===== config.mk =====
export PLATFORM = sky130hd
export DESIGN_NAME = uart_dma_rx
export DESIGN_NICKNAME = d
export VERILOG_FILES = /design/src/design/uart_dma_pkg.sv /design/src/design/uart_dma_rx.sv /design/src/design/rx_csr.sv /design/src/design/rx_manager.sv /design/src/design/rx_fifo.sv /design/src/design/rx_deserializer.sv
export VERILOG_INCLUDE_DIRS = /design/src /design/src/include
export SDC_FILE = /design/constraint.sdc
export NUM_CORES = 1
export LEC_CHECK = 0
export BUFFER_PORTS_ARGS = -buffer_cell sky130_fd_sc_hd__buf_2
export CORE_MARGIN = 10
export CORE_UTILIZATION = 54
export CTS_BUF_LIST = sky130_fd_sc_hd__clkbuf_4
export DETAILED_ROUTE_END_ITERATION = 16
export PLACE_DENSITY = 0.79
export SLEW_MARGIN = 10
export SYNTH_ARGS = -nofsm -noshare
export SYNTH_HDL_FRONTEND = slang
export SYNTH_SLANG_ARGS = --single-unit

===== constraint.sdc =====
create_clock -name clk -period 3.4 [get_ports clk]
set_clock_uncertainty 0.2 [all_clocks]
set_input_delay 0.17 -clock clk [delete_from_list [all_inputs] [get_ports clk]]
set_output_delay 0.17 -clock clk [all_outputs]
set_load 0.02 [all_outputs]

===== src/include/uart_dma_defines.svh =====
`ifndef UART_DMA_DEFINES_SVH
`define UART_DMA_DEFINES_SVH

`define UART_DMA_AW 32
`define UART_DMA_DW 32

// baud ticks per bit on the serial line.
`define UART_DMA_OVERSAMPLE 8

// must stay a power of two.
`define UART_DMA_FIFO_DEPTH 8

`define UART_DMA_REG_CTRL      32'h0000_0000
`define UART_DMA_REG_BAUD      32'h0000_0004
`define UART_DMA_REG_BUF_START 32'h0000_0008
`define UART_DMA_REG_BUF_END   32'h0000_000C
`define UART_DMA_REG_PTR       32'h0000_0010
`define UART_DMA_REG_STATUS    32'h0000_0014

`endif

===== src/design/uart_dma_pkg.sv =====
package uart_dma_pkg;

    typedef enum logic [1:0] {
        RX_IDLE,
        RX_START,
        RX_DATA,
        RX_STOP
    } rx_bit_state_t;

    typedef enum logic [1:0] {
        DMA_IDLE,
        DMA_DATA_READY,
        DMA_MEM_WAITING,
        DMA_MEM_DONE
    } dma_state_t;

    typedef enum logic [2:0] {
        SEL_CTRL,
        SEL_BAUD,
        SEL_BUF_START,
        SEL_BUF_END,
        SEL_PTR,
        SEL_STATUS,
        SEL_NONE // any offset outside the register map.
    } reg_sel_t;

endpackage


===== src/design/uart_dma_rx.sv =====
`timescale 1ns/1ps
`include "uart_dma_defines.svh"

module uart_dma_rx (
    input  logic                     clk,
    input  logic                     ptr_rst,
    input  logic                     rx,
    input  logic [`UART_DMA_AW-1:0]   awaddr,
    input  logic                     awvalid,
    output logic                     awready,
    input  logic [`UART_DMA_DW-1:0]   wdata,
    input  logic [`UART_DMA_DW/8-1:0] wstrb,
    input  logic                     wvalid,
    output logic                     wready,
    output logic [1:0]               bresp,
    output logic                     bvalid,
    input  logic                     bready,
    input  logic [`UART_DMA_AW-1:0]   araddr,
    input  logic                     arvalid,
    output logic                     arready,
    output logic [`UART_DMA_DW-1:0]   rdata,
    output logic [1:0]               rresp,
    output logic                     rvalid,
    input  logic                     rready,
    output logic                     mem_req,
    input  logic                     mem_ready,
    output logic [`UART_DMA_AW-1:0]   mem_addr,
    output logic [7:0]               mem_data
);
    logic                   en;
    logic [15:0]            baud_div;
    logic [`UART_DMA_AW-1:0] buf_start;
    logic [`UART_DMA_AW-1:0] buf_end;
    logic                   ptr_reload;
    logic [`UART_DMA_AW-1:0] ptr;
    logic                   dma_buf_full;
    logic                   overflow;
    logic                   frame_err;
    logic [7:0]             rx_data;
    logic                   byte_valid;
    logic                   fifo_write_en;
    logic                   fifo_read_en;
    logic [7:0]             fifo_data;
    logic                   fifo_full;
    logic                   fifo_empty;

    assign fifo_write_en = byte_valid && !fifo_full;
    assign overflow      = byte_valid && fifo_full; // the byte is dropped.

    rx_csr rx_csr_i (
        .clk(clk), .ptr_rst(ptr_rst),
        .awaddr(awaddr), .awvalid(awvalid), .awready(awready),
        .wdata(wdata), .wstrb(wstrb), .wvalid(wvalid), .wready(wready),
        .bresp(bresp), .bvalid(bvalid), .bready(bready),
        .araddr(araddr), .arvalid(arvalid), .arready(arready),
        .rdata(rdata), .rresp(rresp), .rvalid(rvalid), .rready(rready),
        .en(en), .baud_div(baud_div), .buf_start(buf_start), .buf_end(buf_end),
        .ptr_reload(ptr_reload), .ptr(ptr), .dma_buf_full(dma_buf_full),
        .overflow(overflow), .frame_err(frame_err)
    );

    rx_deserializer rx_deserializer_i (
        .clk(clk), .ptr_rst(ptr_rst), .en(en), .baud_div(baud_div), .rx(rx),
        .rx_data(rx_data), .byte_valid(byte_valid), .frame_err(frame_err)
    );

    rx_fifo rx_fifo_i (
        .clk(clk), .ptr_rst(ptr_rst), .flush(!en),
        .write_en(fifo_write_en), .data_in(rx_data),
        .read_en(fifo_read_en), .data_out(fifo_data),
        .full(fifo_full), .empty(fifo_empty)
    );

    rx_manager rx_manager_i (
        .clk(clk), .ptr_rst(ptr_rst), .en(en), .ptr_reload(ptr_reload),
        .buf_start(buf_start), .buf_end(buf_end),
        .fifo_empty(fifo_empty), .fifo_data(fifo_data), .fifo_read_en(fifo_read_en),
        .ptr(ptr), .dma_buf_full(dma_buf_full),
        .mem_req(mem_req), .mem_ready(mem_ready), .mem_addr(mem_addr), .mem_data(mem_data)
    );

endmodule


===== src/design/rx_csr.sv =====
`timescale 1ns/1ps
`include "uart_dma_defines.svh"

module rx_csr (
    input  logic                     clk,
    input  logic                     ptr_rst,
    input  logic [`UART_DMA_AW-1:0]   awaddr,
    input  logic                     awvalid,
    output logic                     awready,
    input  logic [`UART_DMA_DW-1:0]   wdata,
    input  logic [`UART_DMA_DW/8-1:0] wstrb,
    input  logic                     wvalid,
    output logic                     wready,
    output logic [1:0]               bresp,
    output logic                     bvalid,
    input  logic                     bready,
    input  logic [`UART_DMA_AW-1:0]   araddr,
    input  logic                     arvalid,
    output logic                     arready,
    output logic [`UART_DMA_DW-1:0]   rdata,
    output logic [1:0]               rresp,
    output logic                     rvalid,
    input  logic                     rready,
    output logic                     en,
    output logic [15:0]              baud_div,
    output logic [`UART_DMA_AW-1:0]   buf_start,
    output logic [`UART_DMA_AW-1:0]   buf_end,
    output logic                     ptr_reload,
    input  logic [`UART_DMA_AW-1:0]   ptr,
    input  logic                     dma_buf_full,
    input  logic                     overflow,
    input  logic                     frame_err
);
    import uart_dma_pkg::*;

    localparam int AW = `UART_DMA_AW;
    localparam int DW = `UART_DMA_DW;
    localparam logic [1:0] RESP_OKAY = 2'b00;

    logic          aw_w_ready;
    logic          wr_fire;
    logic          rd_fire;
    logic          status_wr;
    reg_sel_t      wr_sel;
    reg_sel_t      rd_sel;
    logic [DW-1:0] wmask;
    logic [DW-1:0] rd_value;
    logic          ovf_flag;
    logic          ferr_flag;

    function automatic reg_sel_t decode(input logic [AW-1:0] addr);
        case (addr)
            `UART_DMA_REG_CTRL:      return SEL_CTRL;
            `UART_DMA_REG_BAUD:      return SEL_BAUD;
            `UART_DMA_REG_BUF_START: return SEL_BUF_START;
            `UART_DMA_REG_BUF_END:   return SEL_BUF_END;
            `UART_DMA_REG_PTR:       return SEL_PTR;
            `UART_DMA_REG_STATUS:    return SEL_STATUS;
            default:                 return SEL_NONE;
        endcase
    endfunction

    function automatic logic [DW-1:0] strb_mask(input logic [DW/8-1:0] strb);
        logic [DW-1:0] mask;
        for (int i = 0; i < DW / 8; i++) begin
            mask[i*8 +: 8] = {8{strb[i]}};
        end
        return mask;
    endfunction

    assign awready   = aw_w_ready;
    assign wready    = aw_w_ready;
    assign bresp     = RESP_OKAY;
    assign rresp     = RESP_OKAY;
    assign wr_fire   = aw_w_ready && awvalid && wvalid;
    assign rd_fire   = arready && arvalid;
    assign wr_sel    = decode(awaddr);
    assign rd_sel    = decode(araddr);
    assign wmask     = strb_mask(wstrb);
    assign status_wr = wr_fire && (wr_sel == SEL_STATUS) && wstrb[0];

    always_ff @(posedge clk) begin
        if (ptr_rst) begin
            aw_w_ready <= 1'b0;
            bvalid     <= 1'b0;
            arready    <= 1'b0;
            rvalid     <= 1'b0;
        end else begin
            aw_w_ready <= awvalid && wvalid && !aw_w_ready && !bvalid;
            if (wr_fire) bvalid <= 1'b1;
            else if (bready) bvalid <= 1'b0;
            arready <= arvalid && !arready && !rvalid;
            if (rd_fire) rvalid <= 1'b1;
            else if (rready) rvalid <= 1'b0;
        end
    end

    always_ff @(posedge clk) begin
        if (ptr_rst) begin
            en         <= 1'b0;
            baud_div   <= '0;
            buf_start  <= '0;
            buf_end    <= '0;
            ptr_reload <= 1'b0;
            ovf_flag   <= 1'b0;
            ferr_flag  <= 1'b0;
        end else begin
            ptr_reload <= 1'b0;
            if (wr_fire) begin
                case (wr_sel)
                    SEL_CTRL: begin
                        if (wstrb[0]) begin
                            en         <= wdata[0];
                            ptr_reload <= wdata[1]; // bit 1 is a command and reads as zero.
                        end
                    end
                    SEL_BAUD: baud_div <= (baud_div & ~wmask[15:0]) | (wdata[15:0] & wmask[15:0]);
                    SEL_BUF_START: begin
                        buf_start <= (buf_start & ~wmask[AW-1:0]) | (wdata[AW-1:0] & wmask[AW-1:0]);
                    end
                    SEL_BUF_END: begin
                        buf_end <= (buf_end & ~wmask[AW-1:0]) | (wdata[AW-1:0] & wmask[AW-1:0]);
                    end
                    default: ;
                endcase
            end
            // a new event wins over a clear in the same cycle.
            ovf_flag  <= overflow || (ovf_flag && !(status_wr && wdata[1]));
            ferr_flag <= frame_err || (ferr_flag && !(status_wr && wdata[2]));
        end
    end

    always_comb begin
        case (rd_sel)
            SEL_CTRL:      rd_value = {{(DW-1){1'b0}}, en};
            SEL_BAUD:      rd_value = {{(DW-16){1'b0}}, baud_div};
            SEL_BUF_START: rd_value = DW'(buf_start);
            SEL_BUF_END:   rd_value = DW'(buf_end);
            SEL_PTR:       rd_value = DW'(ptr);
            SEL_STATUS:    rd_value = {{(DW-3){1'b0}}, ferr_flag, ovf_flag, dma_buf_full};
            default:       rd_value = '0;
        endcase
    end

    always_ff @(posedge clk) begin
        if (rd_fire) rdata <= rd_value;
    end

endmodule


===== src/design/rx_manager.sv =====
`timescale 1ns/1ps
`include "uart_dma_defines.svh"

module rx_manager (
    input  logic                   clk,
    input  logic                   ptr_rst,
    input  logic                   en,
    input  logic                   ptr_reload,
    input  logic [`UART_DMA_AW-1:0] buf_start,
    input  logic [`UART_DMA_AW-1:0] buf_end,
    input  logic                   fifo_empty,
    input  logic [7:0]             fifo_data,
    output logic                   fifo_read_en,
    output logic [`UART_DMA_AW-1:0] ptr,
    output logic                   dma_buf_full,
    output logic                   mem_req,
    input  logic                   mem_ready,
    output logic [`UART_DMA_AW-1:0] mem_addr,
    output logic [7:0]             mem_data
);
    import uart_dma_pkg::*;

    dma_state_t state;
    logic       should_req;
    logic [7:0] data_reg;

    assign dma_buf_full = en && (ptr == buf_end);
    assign should_req   = en && !fifo_empty && !dma_buf_full;

    assign fifo_read_en = (state == DMA_IDLE) && should_req;
    assign mem_req      = en && (state == DMA_MEM_WAITING);
    assign mem_addr     = ptr;
    assign mem_data     = data_reg;

    always_ff @(posedge clk) begin
        if (ptr_rst) begin
            state <= DMA_IDLE;
            ptr   <= '0;
        end else if (ptr_reload) begin
            state <= DMA_IDLE; // a reload abandons any store in flight.
            ptr   <= buf_start;
        end else if (!en) begin
            state <= DMA_IDLE;
        end else begin
            case (state)
                DMA_IDLE: begin
                    if (should_req) state <= DMA_DATA_READY;
                end
                DMA_DATA_READY: begin
                    state <= DMA_MEM_WAITING;
                end
                DMA_MEM_WAITING: begin
                    if (mem_ready) state <= DMA_MEM_DONE;
                end
                DMA_MEM_DONE: begin
                    state <= DMA_IDLE;
                    ptr   <= ptr + 1'b1;
                end
                default: state <= DMA_IDLE;
            endcase
        end
    end

    always_ff @(posedge clk) begin
        if (state == DMA_DATA_READY) data_reg <= fifo_data; // fifo output is valid here.
    end

endmodule


===== src/design/rx_fifo.sv =====
`timescale 1ns/1ps
`include "uart_dma_defines.svh"

module rx_fifo (
    input  logic       clk,
    input  logic       ptr_rst,
    input  logic       flush,
    input  logic       write_en,
    input  logic [7:0] data_in,
    input  logic       read_en,
    output logic [7:0] data_out,
    output logic       full,
    output logic       empty
);
    localparam int DEPTH = `UART_DMA_FIFO_DEPTH;
    localparam int PW = $clog2(DEPTH);

    logic [7:0] mem [DEPTH];
    logic [PW:0] wr_ptr;
    logic [PW:0] rd_ptr;
    logic        do_write;
    logic        do_read;

    assign do_write = write_en && !full;
    assign do_read  = read_en && !empty;

    // the extra pointer bit tells a full buffer from an empty one.
    assign empty = (wr_ptr == rd_ptr);
    assign full  = (wr_ptr[PW] != rd_ptr[PW]) && (wr_ptr[PW-1:0] == rd_ptr[PW-1:0]);

    always_ff @(posedge clk) begin
        if (ptr_rst || flush) begin
            wr_ptr <= '0;
            rd_ptr <= '0;
        end else begin
            if (do_write) wr_ptr <= wr_ptr + 1'b1;
            if (do_read) rd_ptr <= rd_ptr + 1'b1;
        end
    end

    always_ff @(posedge clk) begin
        if (do_write) mem[wr_ptr[PW-1:0]] <= data_in;
        if (do_read) data_out <= mem[rd_ptr[PW-1:0]]; // valid the cycle after read_en.
    end

endmodule


===== src/design/rx_deserializer.sv =====
`timescale 1ns/1ps
`include "uart_dma_defines.svh"

module rx_deserializer (
    input  logic        clk,
    input  logic        ptr_rst,
    input  logic        en,
    input  logic [15:0] baud_div,
    input  logic        rx,
    output logic [7:0]  rx_data,
    output logic        byte_valid,
    output logic        frame_err
);
    import uart_dma_pkg::*;

    localparam int OS_W = $clog2(`UART_DMA_OVERSAMPLE);
    localparam logic [OS_W-1:0] OS_LAST = OS_W'(`UART_DMA_OVERSAMPLE - 1);
    localparam logic [OS_W-1:0] OS_MID = OS_W'(`UART_DMA_OVERSAMPLE / 2 - 1);

    logic [15:0]     baud_cnt;
    logic            tick;
    logic            rx_meta;
    logic            rx_sync;
    rx_bit_state_t   state;
    logic [OS_W-1:0] os_cnt;
    logic [2:0]      bit_cnt;
    logic [7:0]      shift_reg;
    logic            stop_sample;

    assign tick = en && (baud_cnt >= baud_div); // one tick every baud_div+1 clocks.

    always_ff @(posedge clk) begin
        if (ptr_rst || !en || tick) begin
            baud_cnt <= '0;
        end else begin
            baud_cnt <= baud_cnt + 16'd1;
        end
    end

    always_ff @(posedge clk) begin
        if (ptr_rst) begin
            rx_meta <= 1'b1; // the idle line is high.
            rx_sync <= 1'b1;
        end else begin
            rx_meta <= rx;
            rx_sync <= rx_meta;
        end
    end

    always_ff @(posedge clk) begin
        if (ptr_rst || !en) begin
            state   <= RX_IDLE;
            os_cnt  <= '0;
            bit_cnt <= '0;
        end else if (tick) begin
            case (state)
                RX_IDLE: begin
                    os_cnt <= '0;
                    if (!rx_sync) state <= RX_START;
                end
                RX_START: begin
                    if (os_cnt == OS_MID) begin
                        os_cnt  <= '0;
                        bit_cnt <= '0;
                        state   <= rx_sync ? RX_IDLE : RX_DATA; // a glitch goes back to idle.
                    end else begin
                        os_cnt <= os_cnt + 1'b1;
                    end
                end
                RX_DATA: begin
                    if (os_cnt == OS_LAST) begin
                        os_cnt  <= '0;
                        bit_cnt <= bit_cnt + 3'd1;
                        if (bit_cnt == 3'd7) state <= RX_STOP;
                    end else begin
                        os_cnt <= os_cnt + 1'b1;
                    end
                end
                RX_STOP: begin
                    if (os_cnt == OS_LAST) begin
                        os_cnt <= '0;
                        state  <= RX_IDLE;
                    end else begin
                        os_cnt <= os_cnt + 1'b1;
                    end
                end
                default: state <= RX_IDLE;
            endcase
        end
    end

    always_ff @(posedge clk) begin
        if (tick && (state == RX_DATA) && (os_cnt == OS_LAST)) begin
            shift_reg <= {rx_sync, shift_reg[7:1]}; // lsb arrives first.
        end
    end

    assign stop_sample = (state == RX_STOP) && tick && (os_cnt == OS_LAST);
    assign byte_valid  = stop_sample && rx_sync;
    assign frame_err   = stop_sample && !rx_sync;
    assign rx_data     = shift_reg;

endmodule


==> results of run 1 <==
==> power by group <==
part / switching (mW) / total (mW) / internal [mW]
clock network: 1.36 / 3.00 / 1.63
logic: 0.101 / 0.198 / 0.0970
registers: 0.00348 / 3.44 / 3.44
total: 1.47 / 6.63 / 5.17
==> through the flow <==
step                      instances  power [mW]  worst slack [ns]
after floorplan                1223       3.569           0.05734
after global placement         1688       3.659            0.5254
after detailed placement       1688       3.662            0.4650
after CTS                      1898       6.682            0.3165
after global routing           1899       6.890            0.1040
final                          1899       6.635            0.2164
==> worst paths after layout <==
check | cells after the start | endpoint | start
worst max-delay path | 8 | flip-flop | rx_csr_i.awready
worst max register to register | 8 | flip-flop | rx_csr_i.awready
worst min-delay path | 4 | flip-flop | wdata[24]
worst min register to register | 0 | rx_manager_i.mem_data[5] | rx_fifo_i.data_out[5]
==> timing repair <==
action                    4_1_cts  5_1_grt
hold endpoints to repair      121        0
setup buffers                   0        0
hold buffers                   80        0
==> kinds of logic (layout without fill, tap and decap cells) <==
logic type / count (synthesis) / count (layout)
AND/OR/NAND/NOR: 462 / 462
flip-flops: 276 / 276
multiplexers: 135 / 135
AO/OA/AOI/OAI: 120 / 120
buffers and inverters: 106 / 462
XOR/XNOR: 83 / 83
adder cells (fa/ha/maj): 37 / 37
other: 1 / 5
==> cell type report <==
class | count | area, µm² | area share [%]
flip-flops and latches | 276 | 6728 | 42.07
multi-input cells | 841 | 5817 | 36.37
repair buffers | 294 | 1944 | 12.16
clock buffers | 110 | 825.8 | 5.164
well taps | 319 | 399.1 | 2.496
inverters | 38 | 142.6 | 0.8919
clock inverters | 20 | 133.9 | 0.8371
diodes | 1 | 2.502 | 0.01565
==> Yosys cell counts, types with 6 or more instances <==
master	instances	area, µm²
inv_1	38	142.6
dfxtp_1	156	3123
buf_4	9	67.56
and2_1	6	37.54
buf_2	15	75.07
mux2_2	43	484.2
o21ai_0	11	55.05
nor3_1	9	45.04
mux2i_1	76	760.7
nand2_1	121	454.2
a222oi_1	15	150.1
nand3_1	38	190.2
nor2_1	170	638.1
ha_1	37	462.9
nor4_1	19	118.9
nand3_2	8	80.08
nand2b_1	7	43.79
nand4_1	28	175.2
xnor2_1	55	481.7
and3_1	15	93.84
xor2_1	28	245.2
clkbuf_1	35	131.4
edfxtp_1	120	3603
mux4_2	16	360.4
a21oi_1	78	390.4
==> critical path: cells and delay by family (launching register included) <==
kind	cells	cell delay, ns
flip-flops	1	0.37
AND/OR/NAND/NOR	5	1.09
buffers and inverters	2	1.15
multiplexers	1	0.26
==> routing by layer <==
layer / vias up / wire (µm)
li1: 4962 / -
met1: 5101 / 14520
met2: 539 / 18040
met3: 86 / 3449
met4: 0 / 1127
met5: - / 0
==> results.md, run 1 <==
- Fin area: 15990 µm²
- XOR/XNOR Fraction of Synth Area: around 5.6%
- # IOs: between 150 and 200
- Ys Warns: 0
- Commonest non-fill, non-tap cell in the layout: buf_2
- Worst slew margin relative to its limit: about 17%
- Slew at the pin closest to its max-slew limit: roughly 1.2 ns
- Asr flop ratio synth: 0%
- Critical Path Fanout Max: 8
- Global Route met3 Usage: around 7%
- Main combinational cell family by area after synthesis: simple AND/OR/NAND/NOR gates
- Layout cell share with drive strength beyond 1: 26.98%
- Drt pass-1 iters: 6
- Final hold vios: 0
- Synth Instances: roughly 1200
- CTS tree: done
- Max Fclk: ~0.31 GHz
- Setup TNS: 0 ns
- Critical path arrival: roughly 3.5 ns
- CTS root buf: clkbuf_4
- Sequential cell area fraction in the yosys report: roughly 52%
- Final-layout fill cell count: 1795
- Crit path kind: flip-flop to flip-flop
- Status: finished, final reports clean
- Clock slew at reported path FFs: about 0.070 ns
- Largest net degree at the start of global routing: 66
- Final period utilization: a little over nine tenths
- Final Util: 67.73%
- Final Setup Violations: 0
- Number of max-cap violations: 0
- Type of origin of the critical path: flip-flop
- Global routing usage on met2: slightly above 40%
- DPL Wire Length: roughly 25000 µm
- DP Area: around 14000 µm²
- Cell chain of the critical path: and3_2, nand4_4, nor2_4, nand3_2, mux2i_1, dlygate4sd3_1, nor2_1, dlygate4sd3_1
- PortBufs: about 190
- DRT Wirelength: roughly 37000 µm
- Grt met1 use: between 20% and 30%
- Crit path top cell by count: dlygate4sd3_1
- First-pass GRT wire length: slightly below 60000 µm
- Hold crit path type: input port to flip-flop
- Hold Slack: between 0.1 and 0.15 ns
- Vias: approximately 11000
- Mapped Area: between 10000 and 15000 µm²
- Static leakage: about 6.5 nW
- Clock Latency Late Sink: 0.66 ns
- Ys flop type: dfxtp_1
- Clk sinks: 276
- Layout area overhead: 23.00%
- Reg-to-reg slack, setup: about 0.22 ns
- Fin nets: approximately 1700
- Synth cell types: 63
- Final ANT Viol Nets: 0
- Maximum vdd drop: approximately 0.28 mV
- Most Used Layer, Global Route: met2
- DIE AREA: a little over 30000 µm²
- CTS buffer count: 72
- WL/cell: 19.56 µm
- Effective utilization at floorplan: ~55%
- Vias in the first global route: between 10000 and 15000
- Critical path endpoint category: flip-flop
- Final worst path period need: about 3.2 ns
- Core area: approximately 24000 µm²
- Row cnt: 56
- Gr ovfl total: 0
- Most frequent cells in the layout: buf_2, nor2_1, dfxtp_1, nand2_1, edfxtp_1
- Post-detailed-route DRC marker count: 0
- RD Place Congestion: a little under 0.9
- CTS max path bufs: 3
- Critical path required time: between 3 and 4 ns
- DR vias/cell: approximately 5.6
- Mux share of post-synthesis cell area: between 10% and 20%
- PD cells: between 400 and 500 nW/µm²
- Post-CTS Resized: 0
- Die Y: ~180 µm
- Antenna violations before repair: 1
- Post-Synth Simple-Gate Area: ~17%
- Mean Syn Cell Area: around 11 µm²
- 1st-iter DRT viols: between 900 and 1000
- Crit path largest cell delay: between 0.5 and 0.6 ns
- Unrepaired setup endpoints after global routing: false
- H-tree depth: 3
- Synth Area in Adders: 3.560%
- EDFF count, synth: 120
- Synth Area in Compound Gates: 5.629%
- Total GRT Usage: a little under a quarter
- Slowest CP cell: dlygate4sd3_1
- Seq cells post-synth: between 200 and 300
- Slew Limit Fails: 0
- Die Wd: 175.2 µm
(Power assumes the default switching activity.)
==> inputs of run 2 (changes only) <==
--- a/config.mk
+++ b/config.mk
@@ -7,11 +7,13 @@
 export NUM_CORES = 1
 export LEC_CHECK = 0
 export BUFFER_PORTS_ARGS = -buffer_cell sky130_fd_sc_hd__buf_2
+export CELL_PAD_IN_SITES_DETAIL_PLACEMENT = 1
+export CELL_PAD_IN_SITES_GLOBAL_PLACEMENT = 2
 export CORE_MARGIN = 10
-export CORE_UTILIZATION = 54
+export CORE_UTILIZATION = 35
 export CTS_BUF_LIST = sky130_fd_sc_hd__clkbuf_4
 export DETAILED_ROUTE_END_ITERATION = 16
-export PLACE_DENSITY = 0.79
+export PLACE_DENSITY_LB_ADDON = 0.1
 export SLEW_MARGIN = 10
 export SYNTH_ARGS = -nofsm -noshare
 export SYNTH_HDL_FRONTEND = slang
==> results.md, run 2 (synthesized netlist as in run 1, its figures left out) <==
- Crit path largest cell delay: 0.61 ns
- Drt pass-1 iters: 5
- # IOs: approximately 190
- Critical path required time: between 3 and 4 ns
- RD Place Congestion: between 0.7 and 0.8
- Slew Limit Fails: 0
- Maximum vdd drop: 0.2117 mV
- Row cnt: 70
- Largest net degree at the start of global routing: between 50 and 60
- Combinational share of power: between 3 and 4%
- Gr ovfl total: 0
- Post-placement setup slack: 0.3381 ns
- Clk sinks: roughly 280
- Flop pwr share: 49.4%
- Slowest CP cell: dlygate4sd3_1
- Clock slew at reported path FFs: roughly 0.070 ns
- Commonest non-fill, non-tap cell in the layout: buf_2
- Critical Path Fanout Max: 8
- Max Fclk: about 0.31 GHz
- Net switching power: ~1.6 mW
- Setup WS post-layout: 0.1549 ns
- PD cells: 420.6 nW/µm²
- DR vias/cell: 5.050
- Total GRT Usage: 19.26%
- Final hold vios: 0
- Core area: 36610 µm²
- Static leakage: 6.689 nW
- H-tree depth: 3
- DIE AREA: ~45000 µm²
- Effective utilization at floorplan: a little over a third
- CTS max path bufs: 3
- WL/cell: 20.77 µm
- Unrepaired setup endpoints after global routing: false
- Buffer count from post-CTS setup fixing: 0
- CTS root buf: clkbuf_4
- Layout cell share with drive strength beyond 1: 27.41%
- Crit path top cell by count: dlygate4sd3_1
- Slew at the pin closest to its max-slew limit: approximately 1.1 ns
- Fin nets: about 1700
- Type of origin of the critical path: input port
- 1st-iter DRT viols: about 540
- Net Sw Frac: 23.32%
- Power Internal: about 5.3 mW
- DRT Wirelength: between 40000 and 50000 µm
- Final period utilization: 95.44%
- Final ANT Viol Nets: 0
- Cell chain of the critical path: dlygate4sd3_1, buf_2, nor3_4, dlygate4sd3_1, nand4_4, nor2_4, and3_1, nand2_1, dlygate4sd3_1, a21oi_1, dlygate4sd3_1
- Worst slew margin relative to its limit: roughly a quarter
- CTS tree: done
- CTS buffer count: 80
- Final-layout fill cell count: ~4100
- Post-detailed-route DRC marker count: 0
- Critical path arrival: approximately 3.8 ns
- PortBufs: 186
- Die Wd: roughly 210 µm
- Sequential cell area: ~6700 µm²
- First-pass GRT wire length: 67070 µm
- Final Setup Violations: 0
- Multi-input gate area: between 5000 and 6000 µm²
- Critical path endpoint category: flip-flop
- Die Y: between 200 and 250 µm
- Status: finished, final reports clean
- Setup TNS: 0 ns
- Post-Place Cells: roughly 1800
- Most frequent cells in the layout: buf_2, nor2_1, dfxtp_1, nand2_1, clkbuf_4
- Number of max-cap violations: 0
- Final Util: 45.25%
- Final worst path period need: 3.245 ns
- DPL Wire Length: ~30000 µm
- Power share of the clock group: 47.3%
- Clock Latency Late Sink: 0.78 ns
- Cell Count, Final, Fillers Out: 2090
- Hold crit path type: input port to flip-flop
- Vias in the first global route: 11280
- Layout area overhead: 27.42%
- Antenna violations before repair: 2
- Crit path kind: input port to flip-flop
- Vias: roughly 11000
run 2: changes by cell type in the layout (fill, tap and decap cells not counted), sizes merged:
cell,delta
dlygate4sd3,+22
clkbuf,+11
buf,+5
clkinv,+3
diode,+1
run 2: final cells by class:
class,count,area share (%)
Antenna cell,2,0.03021
Clock buffer,121,5.483
Clock inverter,23,0.9894
Inverter,38,0.8610
Multi-Input combinational cell,841,35.13
Sequential cell,276,40.61
Tap cell,468,3.534
Timing Repair Buffer,321,13.37
run 2: power groups by stage:
stage	Clock [mW]	Sequential (mW)	Combinational [mW]
2_1_floorplan	0	3.52	0.0495
5_1_grt	3.61	3.44	0.247
4_1_cts	3.42	3.44	0.229
6_report	3.30	3.44	0.228
3_5_place_dp	0	3.51	0.159
3_3_place_gp	0	3.51	0.157
run 2: metal layers:
metal  part of all wire, %  global-route usage [%]  vias to the layer above
met2                    47                   31.81                      246
li1                      -                       -                     5065
met1                    46                   24.81                     5174
met3                   4.7                   4.282                       70
met5                     0                       0                        -
met4                   1.9                   5.367                        0
run 2: metrics by stage:
| step | hold WS [ns] | total power, mW | area, µm² |
|---|---|---|---|
| final | 0.05926 | 6.969 | 16570 |
| after global routing | 0.02855 | 7.298 | 16570 |
| after CTS | 0.0001515 | 7.094 | 16560 |
| after detailed placement | 0.1594 | 3.673 | 14470 |
| after global placement | 0.1551 | 3.671 | 14470 |
| after floorplan | 0.07381 | 3.569 | 13010 |
run 2: repair_timing:
item | in CTS | in global routing
endpoints found under the hold margin | 129 | 0
endpoints found under the setup margin | 0 | 4
hold buffers | 102 | 0
gates resized for setup | 0 | 2
run 2: worst max-delay path: cells and delay by family:
family | cells | cell delay [ns]
AOI/OAI and AO/OA | 1 | 0.13
buffers and inverters | 5 | 2.41
and+or+nand+nor | 5 | 1.05
run 2: path summary, 6_finish.rpt:
path                                  start                   endpoint  slack [ns]  depth (start not counted)
setup / recovery                  awaddr[1]                  flip-flop        0.15                         11
setup reg to reg   rx_manager_i.mem_addr[8]          rx_csr_i.rdata[0]        0.18                          8
hold / removal                    wdata[12]                  flip-flop        0.06                          4
hold reg to reg   rx_deserializer_i.rx_meta  rx_deserializer_i.rx_sync        0.21                          1
==> inputs of run 3 (changes only) <==
--- a/config.mk
+++ b/config.mk
@@ -13,7 +13,7 @@
 export CORE_UTILIZATION = 35
 export CTS_BUF_LIST = sky130_fd_sc_hd__clkbuf_4
 export DETAILED_ROUTE_END_ITERATION = 16
-export PLACE_DENSITY_LB_ADDON = 0.1
+export PLACE_DENSITY_LB_ADDON = 0.15
 export SLEW_MARGIN = 10
 export SYNTH_ARGS = -nofsm -noshare
 export SYNTH_HDL_FRONTEND = slang
==> results.md, run 3 (synthesized netlist as in run 1, its figures left out) <==
- Status: finished, final reports clean
- RD Place Congestion: 0.8041
- DIE AREA: approximately 45000 µm²
- Antenna violations before repair: 1
- Gr ovfl total: 0
- Worst slew margin relative to its limit: between 30% and 40%
- Die Y: approximately 210 µm
- Crit path top cell by count: dlygate4sd3_1
- Top delay family on crit path: buffers and inverters
- CP Buf/Inv Count: 5
- Slew Limit Fails: 0
- Final worst path period need: 3.247 ns
- First-pass GRT wire length: 66830 µm
- Row cnt: 70
- Clock Latency Late Sink: between 0.7 and 0.8 ns
- Slew at the pin closest to its max-slew limit: 1.024 ns
- Core area: ~37000 µm²
- Critical path arrival: 3.72 ns
- Fin nets: 1720
- Crit path kind: input port to flip-flop
- Critical Path Fanout Max: 8
- Vias: ~11000
- Type of origin of the critical path: input port
- Clk sinks: 276
- Final Setup Violations: 0
- Drt pass-1 iters: 5
- Slowest CP cell: dlygate4sd3_1
- Clock slew at reported path FFs: ~0.06 ns
- Number of max-cap violations: 0
- Unrepaired setup endpoints after global routing: false
- # IOs: roughly 190
- CTS tree: done
- Effective utilization at floorplan: 35.52%
- PortBufs: between 150 and 200
- Crit path largest cell delay: 0.63 ns
- CTS root buf: clkbuf_4
- Layout cell share with drive strength beyond 1: 27.35%
- Final ANT Viol Nets: 0
- Final period utilization: a little over nine tenths
- Hold crit path type: input port to flip-flop
- H-tree depth: 3
- CTS max path bufs: 3
- Largest net degree at the start of global routing: 66
- Maximum vdd drop: approximately 0.21 mV
- WL/cell: 20.43 µm
- Critical path endpoint category: flip-flop
- CTS buffer count: 80
- Layout area overhead: 28.47%
- PD cells: around 420 nW/µm²
- Critical path required time: ~3.9 ns
- Static leakage: 6.778 nW
- Total GRT Usage: approximately a fifth
- DRT Wirelength: around 43000 µm
- DR vias/cell: 5.032
- Post-detailed-route DRC marker count: 0
- Vias in the first global route: around 11000
- Commonest non-fill, non-tap cell in the layout: buf_2
- Most frequent cells in the layout: buf_2, nor2_1, dfxtp_1, clkbuf_4, nand2_1
- 1st-iter DRT viols: approximately 600
- Max Fclk: approximately 0.31 GHz
- Final hold vios: 0
- DPL Wire Length: 30050 µm
- Die Wd: 212.7 µm
- Cell chain of the critical path: dlygate4sd3_1, buf_2, nor3_4, dlygate4sd3_1, nand4_4, nor2_4, and3_2, nand2_1, dlygate4sd3_1, a21oi_1, dlygate4sd3_1
- Setup TNS: 0 ns
- Tot Pwr: a little under 7 mW
==> run 3: cell types whose count changed in the layout (fill, tap and decap cells not counted), sizes merged <==
cell	change
dlygate4sd3	+14
clkinv	-6
clkinvlp	+2
inv	-2
buf	+1
clkbuf	+1
dlymetal6s4s	+1
==> run 3: path summary, 6_finish.rpt <==
kind,startpoint,to,slack [ns],cells after the start
setup / recovery,awaddr[1],flip-flop,0.15,11
hold / removal,wdata[24],flip-flop,0.06,4
setup reg to reg,rx_manager_i.mem_addr[8],rx_csr_i.rdata[0],0.19,8
hold reg to reg,rx_deserializer_i.rx_meta,rx_deserializer_i.rx_sync,0.22,1
==> run 3: metal layers <==
metal  GRT usage, %  up-vias  part of all wire (%)
li1               -     5079                     -
met1          24.69     5168                    46
met2          31.33      273                    47
met3          4.238       53                   5.9
met4          5.908        0                   1.6
met5              0        -                     0
==> run 3: per-stage QoR <==
step	cell area [µm²]	setup WS, ns	cells	util, %	hold slack (ns)
after floorplan	13010	0.05734	1223	-	0.07381
after global placement	14470	0.4131	1843	39.54	0.1554
after detailed placement	14470	0.3168	1843	39.54	0.1630
after CTS	16690	0.1357	2099	45.60	0.003484
after global routing	16700	0.01015	2101	45.63	0.04257
final	16700	0.1534	2101	45.63	0.06452
==> run 3: report_power, final <==
group,switching [mW],internal [mW],leakage (nW)
Combinational,0.111,0.117,3.76
Sequential,0.00313,3.44,2.40
Clock,1.49,1.78,0.616
Total,1.60,5.34,6.78
==> run 3: layout make-up <==
class	instances	area, µm²
multi-input combinational	841	5819
fill	4160	19910
tap	468	585.6
timing repair buffer	337	2375
clock buffer	122	915.9
sequential	276	6728
inverter	38	142.6
clock inverter	17	133.9
antenna	2	5.005
==> run 3: worst min-delay path, stage by stage <==
cell and delay, ns:
dlygate4sd3_1 0.54, buf_2 0.12, mux2i_1 0.06, nor2_1 0.07
==> run 3: repair_timing <==
action / CTS / global route
buffers inserted: 0 / 0
gates resized for setup: 0 / 3
hold buffers: 117 / 0
hold endpoints to repair: 163 / 0
setup endpoints to repair: 0 / 11
